--- src/design/backend_defines.svh ---
// Global sizing for the execute and write-back back end.
// Included by both packages and by every RTL module that sizes ports or arrays.
`ifndef BACKEND_DEFINES_SVH
`define BACKEND_DEFINES_SVH

// physical register file
`define NUM_PR   32   // number of physical registers
`define PR_IDX_W 5    // tag width, log2 of NUM_PR
`define ZERO_PR  31   // read-only zero register

// execution
`define NUM_FU   2    // functional units, one wait slot each
`define XLEN     64   // datapath width

`endif

--- src/design/backend_types_pkg.sv ---
// Datapath types shared by the register file, units, arbiter and control.
// Covers tags, operand bundles, held unit results and the common data bus.
`default_nettype none

`include "backend_defines.svh"

package backend_types_pkg;

  typedef logic [`PR_IDX_W-1:0] pr_tag_t;  // physical register tag

  // common data bus broadcast, 70 bits
  typedef struct packed {
    logic             valid;    // one result this cycle
    pr_tag_t          T_idx;    // destination tag
    logic [`XLEN-1:0] T_value;  // result value
  } cdb_t;

  // source tags read by one unit
  typedef struct packed {
    pr_tag_t T1_idx;
    pr_tag_t T2_idx;
  } fu_tags_t;

  // operand values handed to one unit
  typedef struct packed {
    logic [`XLEN-1:0] T1_value;
    logic [`XLEN-1:0] T2_value;
  } fu_operands_t;

  // result held in a unit until granted
  typedef struct packed {
    logic             valid;  // waiting for the bus
    pr_tag_t          T_idx;
    logic [`XLEN-1:0] value;
  } fu_result_t;

endpackage

`default_nettype wire

--- src/design/cdb_arbiter.sv ---
// Common data bus arbiter. Picks one held unit result per cycle, lowest
// unit number first, and drives it onto the bus together with a one-hot
// grant back to that unit. Purely combinational.
`timescale 1ns/10ps
`default_nettype none

`include "backend_defines.svh"

module cdb_arbiter
  import backend_types_pkg::*;
(
  input  fu_result_t [`NUM_FU-1:0] results,
  output logic       [`NUM_FU-1:0] grant,
  output cdb_t                     cdb
);

  logic [`NUM_FU-1:0] valid_bits;

  always_comb begin
    for (int i = 0; i < `NUM_FU; i++) begin
      valid_bits[i] = results[i].valid;
    end
  end

  // walk down so the lowest valid unit is the last to claim the bus
  always_comb begin
    grant = '0;
    cdb   = '0;  // idle bus
    for (int i = `NUM_FU - 1; i >= 0; i--) begin
      if (valid_bits[i]) begin
        grant    = '0;
        grant[i] = 1'b1;
        cdb      = '{valid: 1'b1, T_idx: results[i].T_idx, T_value: results[i].value};
      end
    end
  end

  // at most one winner, and only ever a unit that holds a result
  grant_onehot_valid: assert final (
    $onehot0(grant) && ((grant & valid_bits) == grant) &&
    ((valid_bits == '0) || (grant != '0))
  ) else $error("bad data bus grant");

endmodule

`default_nettype wire

--- config.mk ---
export PLATFORM = sky130hd
export DESIGN_NAME = cdb_arbiter
export DESIGN_NICKNAME = d
export VERILOG_FILES = /design/src/design/backend_types_pkg.sv /design/src/design/cdb_arbiter.sv
export VERILOG_INCLUDE_DIRS = /design/src /design/src/design
export SDC_FILE = /design/constraint.sdc
export NUM_CORES = 1
export LEC_CHECK = 0
export BUFFER_PORTS_ARGS = -buffer_cell sky130_fd_sc_hd__buf_2
export CORE_AREA = 2 2 81 83
export DETAILED_ROUTE_END_ITERATION = 10
export DIE_AREA = 0 0 83 85
export SYNTH_ARGS = -nofsm -noshare
export SYNTH_HDL_FRONTEND = slang
export SYNTH_SLANG_ARGS = --single-unit
--- constraint.sdc ---
create_clock -name vclk -period 1.8
set_input_delay 0.09 -clock vclk [all_inputs]
set_output_delay 0.09 -clock vclk [all_outputs]
set_load 0.01 [all_outputs]
==> results by group <==
Die
  • Core Area: ~6200 um^2
  • Initial Util: 0.1182
  • Die ar.: 7055 um^2
  • Die X: 83 um
  • Cell row count: 29
  • Die Height: 85 um
  • I/O pins: 212

GRT
  • Busiest grt layer: met2
  • Grt met1 use: 0.1183
  • GRT Total Usage: 0.1056
  • Global Route met3 Usage: 0.01848
  • Grt ovf: 0
  • Antenna violations before repair: 0
  • First-pass GRT wire length: 6596 um
  • Met2 usage: 0.2185
  • Number of global-route vias before repair: roughly 1,500
  • Largest net degree at the start of global routing: 69

Finish
  • Area Growth Syn to Fin: 148.8%
  • Fill cells: 719
  • Seq Cell Count: 0
  • Layout cell share with drive strength beyond 1: 0.7448
  • Fin nets: 432
  • Multi-input gate area: approximately 630 um^2
  • Antenna diode count: 0
  • Clock buffers: 0
  • Area occupied by registers: 0 um^2

Critical path
  • Worst path bufs/invs: 3
  • CP max stage delay: 0.27 ns
  • Max FO, Critical Path: 68
  • Top delay family on crit path: buffers and inverters
  • Kind of critical path: input pin to primary output
  • Crit end category: primary output
  • Startpoint Class: input pin
  • Worst Path Required: 1.71 ns
  • WP data arrival: between 0.9 and 1 ns
  • Crit path max-delay cell type: buf_12
  • Cell Chain, Critical Path: buf_2 > nor2b_4 > buf_12 > a22o_1 > buf_2
  • Crit path top cell by count: buf_2

Synth
  • Syn_area_per_cell: 7.970 um^2
  • Unique masters post-synth: 9
  • Cells after synthesis: 92
  • Sequential fraction of the synthesis area: 0
  • Post-synth top area cell: a22o_1
  • Top cell type's share of synthesized area: 0.8003
  • Cell area after synthesis: 733.2 um^2
  • Syn nets: 232
  • Synth top area cells: a22o_1 (80%), buf_6 (6.1%), clkbuf_1 (3.6%)
  • Yosys Warn Count: 0

Pwr
  • PwrDens: 271.9 nW/um^2
  • Max IR drop VDD: between 0.1 and 0.15 mV
  • Total power: 496.0 uW
  • Static leakage: ~1.2 nW

Drt
  • Vias: between 1,500 and 2,000
  • Routed WL per cell: 11.52 um
  • Mean number of vias per cell: 4.360
  • DR iter-0 viols: 41
  • WL final: approximately 4200 um
  • Drt first pass iters: 2
  • Detail Route Antenna Nets: 0
  • # DRC: 0

STA
  • RSZ-0062 raised after global routing: false
  • Setup TNS: 0 ns
  • Final period util: 0.5897
  • Setup violations, final: 0
  • Slew @ Worst Pin: around 0.36 ns
  • Slew margin rel.: 0.7630
  • Pins over their slew limit: 0
  • F_max: between 900 and 1000 MHz
  • Hold Fails Final Rpt: 0
  • Minimum clock period: 1.062 ns

Status
  • Status: completed

Hold path
  • Worst Hold Class: input pin to primary output
  • Hold path start: results[71]
  • Hold path depth: 3
  • End of the worst hold path: cdb[1]

Flow run
  • Maxcap violations: 0

Placed design
  • Gp weighted congestion: 0.7541
  • Detailed placement HPWL: 3558 um
  • PortBufs: 212

Clocking
  • Hold buffer count at CTS: 0
  • Post-CTS setup buffers: 0
  • Post-CTS Resized: 0
[cell usage in the layout, fill, tap and decap left out, drive strengths merged]
cell and count:
a22o 67, buf 215, nand2 4, nor2b 1
o21ai 2, or2 1
[worst max-delay path by stage]
stage	startpoint	to	slack [ns]	cells after the start
floorplan	results[69]	cdb[38]	0.86	6
global placement	results[69]	cdb[30]	0.71	5
detailed placement	results[139]	cdb[30]	0.70	5
CTS	results[139]	cdb[30]	0.69	5
global route	results[139]	cdb[30]	0.64	5
finish	results[139]	cdb[30]	0.74	5
[layer usage]
layer	share of wire	vias to the layer above
li1	-	791
met1	0.38	701
met2	0.52	108
met3	0.10	0
met4	0	0
met5	0	-
[through the flow]
step / instance area (um^2) / cells / setup WS [ns] / hold slack (ns) / utilization
final: 1824 / 367 / 0.7385 / 0.4722 / 0.2940
after global routing: 1824 / 367 / 0.6397 / 0.4792 / 0.2940
after CTS: 1824 / 367 / 0.6875 / 0.4714 / 0.2940
after detailed placement: 1824 / 367 / 0.6958 / 0.4714 / 0.2940
after global placement: 1824 / 367 / 0.7052 / 0.4725 / 0.2940
after floorplan: 733.2 / 92 / 0.8602 / 0.2718 / -
[synthesized netlist by cell type]
| cell type | number |
|---|---|
| o21ai_1 | 2 |
| or2_1 | 1 |
| clkbuf_1 | 7 |
| buf_2 | 4 |
| buf_4 | 2 |
| nand2_1 | 4 |
| buf_6 | 4 |
| nor2b_2 | 1 |
| a22o_1 | 67 |
[cell type report]
type | count | area share
multi-input cells | 75 | 0.3464
repair buffers | 215 | 0.6008
well taps | 77 | 0.05281
[power breakdown]
group / internal (mW) / total [mW] / switching (mW)
Combinational: 0.276 / 0.496 / 0.220
Clock: 0 / 0 / 0
Sequential: 0 / 0 / 0
[tightest hold or removal path, stage by stage]
cell	delay (ns)
buf_2	0.07
a22o_1	0.10
buf_2	0.12
[cell families after synthesis]
kind of cell           count (synthesis)  share of synthesized area
AO/OA/AOI/OAI                         69                     0.8140
buffers and inverters                 17                     0.1450
AND/OR/NAND/NOR                        6                    0.04096
Power figures use the tool's default switching activity.
