==> config.mk <==
export PLATFORM = sky130hd
export DESIGN_NAME = issue_control
export DESIGN_NICKNAME = d
export VERILOG_FILES = /design/src/design/backend_types_pkg.sv /design/src/design/backend_ops_pkg.sv /design/src/design/issue_control.sv
export VERILOG_INCLUDE_DIRS = /design/src /design/src/design
export SDC_FILE = /design/constraint.sdc
export NUM_CORES = 1
export LEC_CHECK = 0
export BUFFER_PORTS_ARGS = -buffer_cell sky130_fd_sc_hd__buf_2
export CORE_ASPECT_RATIO = 0.7
export CORE_MARGIN = 2
export CORE_UTILIZATION = 30
export CTS_CLUSTER_DIAMETER = 200
export DETAILED_ROUTE_END_ITERATION = 10
export GPL_TIMING_DRIVEN = 0
export PLACE_DENSITY = 0.59
export SLEW_MARGIN = 25
export SYNTH_ARGS = -nofsm -noshare
export SYNTH_HDL_FRONTEND = slang
export SYNTH_SLANG_ARGS = --single-unit
==> constraint.sdc <==
create_clock -name clock -period 5.1 [get_ports clock]
set_input_delay 0.51 -clock clock [delete_from_list [all_inputs] [get_ports clock]]
set_output_delay 0.51 -clock clock [all_outputs]
set_load 0.01 [all_outputs]
==> src/design/backend_defines.svh <==
// Global sizing for the execute and write-back back end.
// Included by both packages and by every RTL module that sizes ports or arrays.
`ifndef BACKEND_DEFINES_SVH
`define BACKEND_DEFINES_SVH

// physical register file
`define NUM_PR   32   // number of physical registers
`define PR_IDX_W 5    // tag width, log2 of NUM_PR
`define ZERO_PR  31   // read-only zero register

// execution
`define NUM_FU   2    // functional units, one wait slot each
`define XLEN     64   // datapath width

`endif

==> src/design/backend_types_pkg.sv <==
// Datapath types shared by the register file, units, arbiter and control.
// Covers tags, operand bundles, held unit results and the common data bus.
`default_nettype none

`include "backend_defines.svh"

package backend_types_pkg;

  typedef logic [`PR_IDX_W-1:0] pr_tag_t;  // physical register tag

  // common data bus broadcast, 70 bits
  typedef struct packed {
    logic             valid;    // one result this cycle
    pr_tag_t          T_idx;    // destination tag
    logic [`XLEN-1:0] T_value;  // result value
  } cdb_t;

  // source tags read by one unit
  typedef struct packed {
    pr_tag_t T1_idx;
    pr_tag_t T2_idx;
  } fu_tags_t;

  // operand values handed to one unit
  typedef struct packed {
    logic [`XLEN-1:0] T1_value;
    logic [`XLEN-1:0] T2_value;
  } fu_operands_t;

  // result held in a unit until granted
  typedef struct packed {
    logic             valid;  // waiting for the bus
    pr_tag_t          T_idx;
    logic [`XLEN-1:0] value;
  } fu_result_t;

endpackage

`default_nettype wire

==> src/design/backend_ops_pkg.sv <==
// Operation-level types: ALU opcodes, wait slot states, the issue packet
// and the per-unit dispatch command.
`default_nettype none

`include "backend_defines.svh"

package backend_ops_pkg;
  import backend_types_pkg::*;

  typedef enum logic [2:0] {
    OP_LI, OP_ADD, OP_SUB, OP_AND, OP_OR, OP_XOR, OP_SLL
  } alu_op_t;

  typedef enum logic [1:0] {
    SLOT_EMPTY,  // free, can accept
    SLOT_WAIT,   // waiting on sources
    SLOT_EXEC    // dispatched, result not yet on bus
  } slot_state_t;

  typedef struct packed {
    logic [$clog2(`NUM_FU)-1:0] fu_sel;  // target unit
    alu_op_t                    op;
    pr_tag_t                    T1_idx;
    pr_tag_t                    T2_idx;
    pr_tag_t                    T_idx;   // destination
    logic [15:0]                imm;
  } issue_pkt_t;

  typedef struct packed {
    logic        start;  // one-cycle dispatch
    alu_op_t     op;
    pr_tag_t     T_idx;
    logic [15:0] imm;
  } exec_cmd_t;

endpackage

`default_nettype wire

==> src/design/issue_control.sv <==
// Issue and dispatch control. Tracks a ready bit per physical tag, holds one
// waiting op per unit and pulses start once both sources are ready (table or
// current bus) and the unit has no held result. A slot frees on its grant.
`timescale 1ns/10ps
`default_nettype none

`include "backend_defines.svh"

module issue_control
  import backend_types_pkg::*;
  import backend_ops_pkg::*;
(
  input  logic                    clock,
  input  logic                    reset,
  input  logic                    issue_valid,  // one-cycle strobe
  input  issue_pkt_t              issue,
  output logic                    issue_ready,  // level, per selected unit
  input  cdb_t                    cdb,
  input  logic      [`NUM_FU-1:0] fu_busy,      // unit result valid
  input  logic      [`NUM_FU-1:0] grant,
  output exec_cmd_t [`NUM_FU-1:0] cmds,
  output fu_tags_t  [`NUM_FU-1:0] rd_tags
);

  logic        [`NUM_PR-1:0] pr_ready;    // tag holds its final value
  slot_state_t [`NUM_FU-1:0] slot_state;
  issue_pkt_t  [`NUM_FU-1:0] slot_pkt;    // waiting op, no reset
  logic        [`NUM_FU-1:0] start;
  logic                      accept;

  // ready now, counting this cycle's broadcast
  function automatic logic tag_ready(input pr_tag_t tag);
    return pr_ready[tag] || (cdb.valid && cdb.T_idx == tag);
  endfunction

  assign issue_ready = (slot_state[issue.fu_sel] == SLOT_EMPTY);
  assign accept      = issue_valid && issue_ready;

  always_comb begin
    for (int i = 0; i < `NUM_FU; i++) begin
      start[i] = (slot_state[i] == SLOT_WAIT) && !fu_busy[i] &&
                 ((slot_pkt[i].op == OP_LI) ||  // no sources
                  (tag_ready(slot_pkt[i].T1_idx) && tag_ready(slot_pkt[i].T2_idx)));
      cmds[i]    = '{start: start[i], op: slot_pkt[i].op,
                     T_idx: slot_pkt[i].T_idx, imm: slot_pkt[i].imm};
      rd_tags[i] = '{T1_idx: slot_pkt[i].T1_idx, T2_idx: slot_pkt[i].T2_idx};
    end
  end

  // slot FSM, one per unit
  always_ff @(posedge clock) begin
    for (int i = 0; i < `NUM_FU; i++) begin
      if (reset) begin
        slot_state[i] <= SLOT_EMPTY;
      end else begin
        case (slot_state[i])
          SLOT_EMPTY: if (accept && issue.fu_sel == i) slot_state[i] <= SLOT_WAIT;
          SLOT_WAIT:  if (start[i]) slot_state[i] <= SLOT_EXEC;
          SLOT_EXEC:  if (grant[i]) slot_state[i] <= SLOT_EMPTY;  // result left
          default:    slot_state[i] <= SLOT_EMPTY;
        endcase
      end
    end
  end

  always_ff @(posedge clock) begin
    for (int i = 0; i < `NUM_FU; i++) begin
      if (accept && issue.fu_sel == i) slot_pkt[i] <= issue;
    end
  end

  // newer issue overrides a same-cycle broadcast
  always_ff @(posedge clock) begin
    if (reset) begin
      pr_ready <= '1;
    end else begin
      if (cdb.valid) pr_ready[cdb.T_idx] <= 1'b1;
      if (accept && issue.T_idx != pr_tag_t'(`ZERO_PR)) pr_ready[issue.T_idx] <= 1'b0;
    end
  end

  // the issuing side must honour the ready level
  issue_respects_ready: assert property (
    @(posedge clock) disable iff (reset)
    issue_valid |-> issue_ready
  ) else $error("issue strobe while not ready");

endmodule

`default_nettype wire

==> results.toml <==
[worst_setup_path]
critPathKind = "reg -> out"
crit_fanout = 10
reg2reg_depth = 7
r2r_slack_ns = 2.30
r2r_start = "rd_tags[0]$_DFFE_PP_"
worstSetupStartpointType = "register"
critical_path_arrival_ns = 3.04
crit_start = "rd_tags[0]$_DFFE_PP_"
critical_path.endpoint_type = "output port"
critPathRequiredTime_ns = 4.59
rr_endpoint = "slot_state[1]$_SDFFE_PP0P_"
endpoint = "cmds[24]"

[grt]
grt_pass1_wl_mm = 22.5
grt_pass1_vias = 3919
track_usage_pct = 16.3
top_usage_layer = "met1"
grt_use_met2_pct = 23.8
overflow = 0
use_met1_pct = 24.0
use_met3_pct = 4.91
grt_max_degree = 36
antenna_found_initial = 0

[synth]
yosysWarnings = 0
synthFlopType = "edfxtp_1"
synth_cells = 407
synth_top_area_cell = "edfxtp_1"
netlist_area_sq_um = 5130
yosys_register_bits = 104
yosys-top-cells-area = "edfxtp_1 (40%), dfxtp_1 (14%), mux4_2 (7.9%)"
syn_nets = 519
async_flop_share_pct = 0
yosysSeqAreaShare_pct = 53.9
synth-edff-count = 68
synth_cell_type_count = 52
postSynthAreaPerCell_sq_um = 12.6
yosysTopAreaCellShare_pct = 39.8

[timing]
finalMaxSlewViolations = 0
slew_headroom_pct = 39.8
period_share_pct = 69.6
setup_viol = 0
rsz0062_at_grt = "no"
max_freq_mhz = 282
setup_slack_ns = 1.55
skew_ns = 0.00793
hold_violations = 0
tightest_slew_ns = 0.895
tns_ns = 0
period_minus_slack_ns = 3.55
holdWs_ns = 0.354

[clock_tree]
cts_setup_buffers = 0
cts_tree = "built"
clockBufferDepth = 2
htreeDepth = 3
clk_latency_ns = 0.34
clock_sinks = 104
post_cts_resized = 0
cts_root_buf = "clkbuf_16"
ctsHoldBuffers = 0
cts_buffers = 9
clk_pin_slew_ns = 0.07

[route]
detail_route.iter0.violations = 416
wl_per_cell_microns = 19.1
final_antenna_net_count = 0
dr.pass1.iters = 6
finalWirelength_mm = 14.6
routed_via_density = 5.29
vias = 4055
drc = 0

[hold_path]
min_path_type = "in -> reg"
min_from = "issue[13]"

[place]
place_area_sq_um = 6020
place.gp.congestion = 0.923
dp_slack_ns = 1.91
dp_hpwl_mm = 11.2
port_buffers = 113

[die]
die-area_sq_um = 18200
ioPinCount = 183
core_sq_um = 16500
start_util_pct = 31.0
die_x_microns = 160
std_cell_rows = 39
dieHeight_microns = 113

[layout]
layout_common_cells = "buf_2 (124), edfxtp_1 (68), a21oi_1 (48)"
num-fill-cells = 1615
diodes = 0
final_common_cell = "buf_2"
multi_input_area_sq_um = 2240
fin_util_pct = 38.3
drive_above_1_share_pct = 36.0
area_growth_pct = 23.4
seq_area_sq_um = 2760
final_nets = 649
finalInstanceArea_sq_um = 6330

[power]
power.density_nw_per_um2 = 298
p_leak_nw = 2.38
vdd_drop_max_v = 0.000132

[job]
maxCapViolCount = 0

[status]
status = "complete, no violations"
[layer usage]
layer | routed length (microns) | vias to the layer above
li1 | - | 1824
met1 | 6720 | 1968
met2 | 6060 | 256
met3 | 1760 | 7
met4 | 74 | 0
met5 | 0 | -
[synth_stat cells, types with 2 or more instances]
| cell | count |
|---|---|
| a21oi_1 | 48 |
| a22oi_1 | 5 |
| a311oi_1 | 2 |
| a31oi_1 | 6 |
| a41oi_1 | 3 |
| and2_1 | 2 |
| and3_1 | 2 |
| and3b_1 | 4 |
| buf_1 | 2 |
| buf_2 | 6 |
| clkbuf_1 | 19 |
| dfxtp_1 | 36 |
| edfxtp_1 | 68 |
| inv_1 | 6 |
| mux2_2 | 8 |
| mux2i_1 | 23 |
| mux4_1 | 5 |
| mux4_2 | 18 |
| nand2_1 | 8 |
| nand2b_1 | 8 |
| nand3_1 | 2 |
| nand4_1 | 2 |
| nor2_1 | 15 |
| nor2b_1 | 8 |
| nor3_1 | 10 |
| nor3b_1 | 9 |
| nor4_1 | 4 |
| o2111ai_1 | 2 |
| o21ai_0 | 2 |
| o21bai_1 | 9 |
| o22ai_1 | 2 |
| o31a_1 | 3 |
| or2_2 | 23 |
| xnor2_1 | 4 |
| xor2_1 | 16 |
[flip-flops by register name, indices dropped and copies added (netlist names)]
| signal | flops |
|---|---|
| rd_tags | 20 |
| pr_ready | 32 |
| slot_state | 4 |
| cmds | 48 |
[stage by stage]
stage,power (mW),instances
after floorplan,1.10,407
after global placement,1.19,745
after detailed placement,1.20,751
after CTS,1.90,767
after global routing,1.95,767
final,1.88,767
[cell type report]
class	count	area share (%)
Timing Repair Buffer	119	9.45
Tap cell	225	4.45
Inverter	6	0.356
Buffer	28	1.90
Multi-Input combinational cell	269	35.3
Clock inverter	3	0.415
Clock buffer	13	4.47
Sequential cell	104	43.6
[how the worst min path moves through the flow]
stage	end	slack [ns]	cells past startpoint
after floorplan	pr_ready[31]$_SDFF_PP1_	0.47	2
after global placement	slot_state[3]$_SDFFE_PP0P_	0.52	2
after detailed placement	slot_state[3]$_SDFFE_PP0P_	0.55	2
after CTS	cmds[38]$_DFFE_PP_	0.34	1
after global routing	cmds[5]$_DFFE_PP_	0.34	1
final	cmds[38]$_DFFE_PP_	0.35	1
[worst max-delay path, stage by stage (launching register included)]
cell      delay (ns)
edfxtp_1        0.36
clkbuf_1        0.57
mux4_2          0.60
mux2i_1         0.21
nor3b_1         0.08
a311oi_1        0.29
a22oi_1         0.23
o21a_1          0.23
buf_2           0.13
[logic make-up (layout without fill, tap and decap cells)]
| family | count (synthesis) | in the layout | synth area share, % |
|---|---|---|---|
| buffers and inverters | 34 | 169 | 2.78 |
| muxes | 54 | 54 | 16.7 |
| and+or+nand+nor | 103 | 103 | 11.8 |
| DFF | 104 | 104 | 53.9 |
| xor gates and xnor gates | 20 | 20 | 3.41 |
| AOI/OAI and AO/OA | 92 | 92 | 11.4 |
[power breakdown]
| group | leakage (nW) | internal, mW | total (mW) | switching, mW |
|---|---|---|---|---|
| clock | 0.153 | 0.397 | 0.704 | 0.307 |
| sequential | 0.925 | 0.940 | 0.964 | 0.0242 |
| combinational | 1.30 | 0.0848 | 0.216 | 0.131 |
| total | 2.38 | 1.42 | 1.88 | 0.462 |
(Power assumes the default switching activity.)
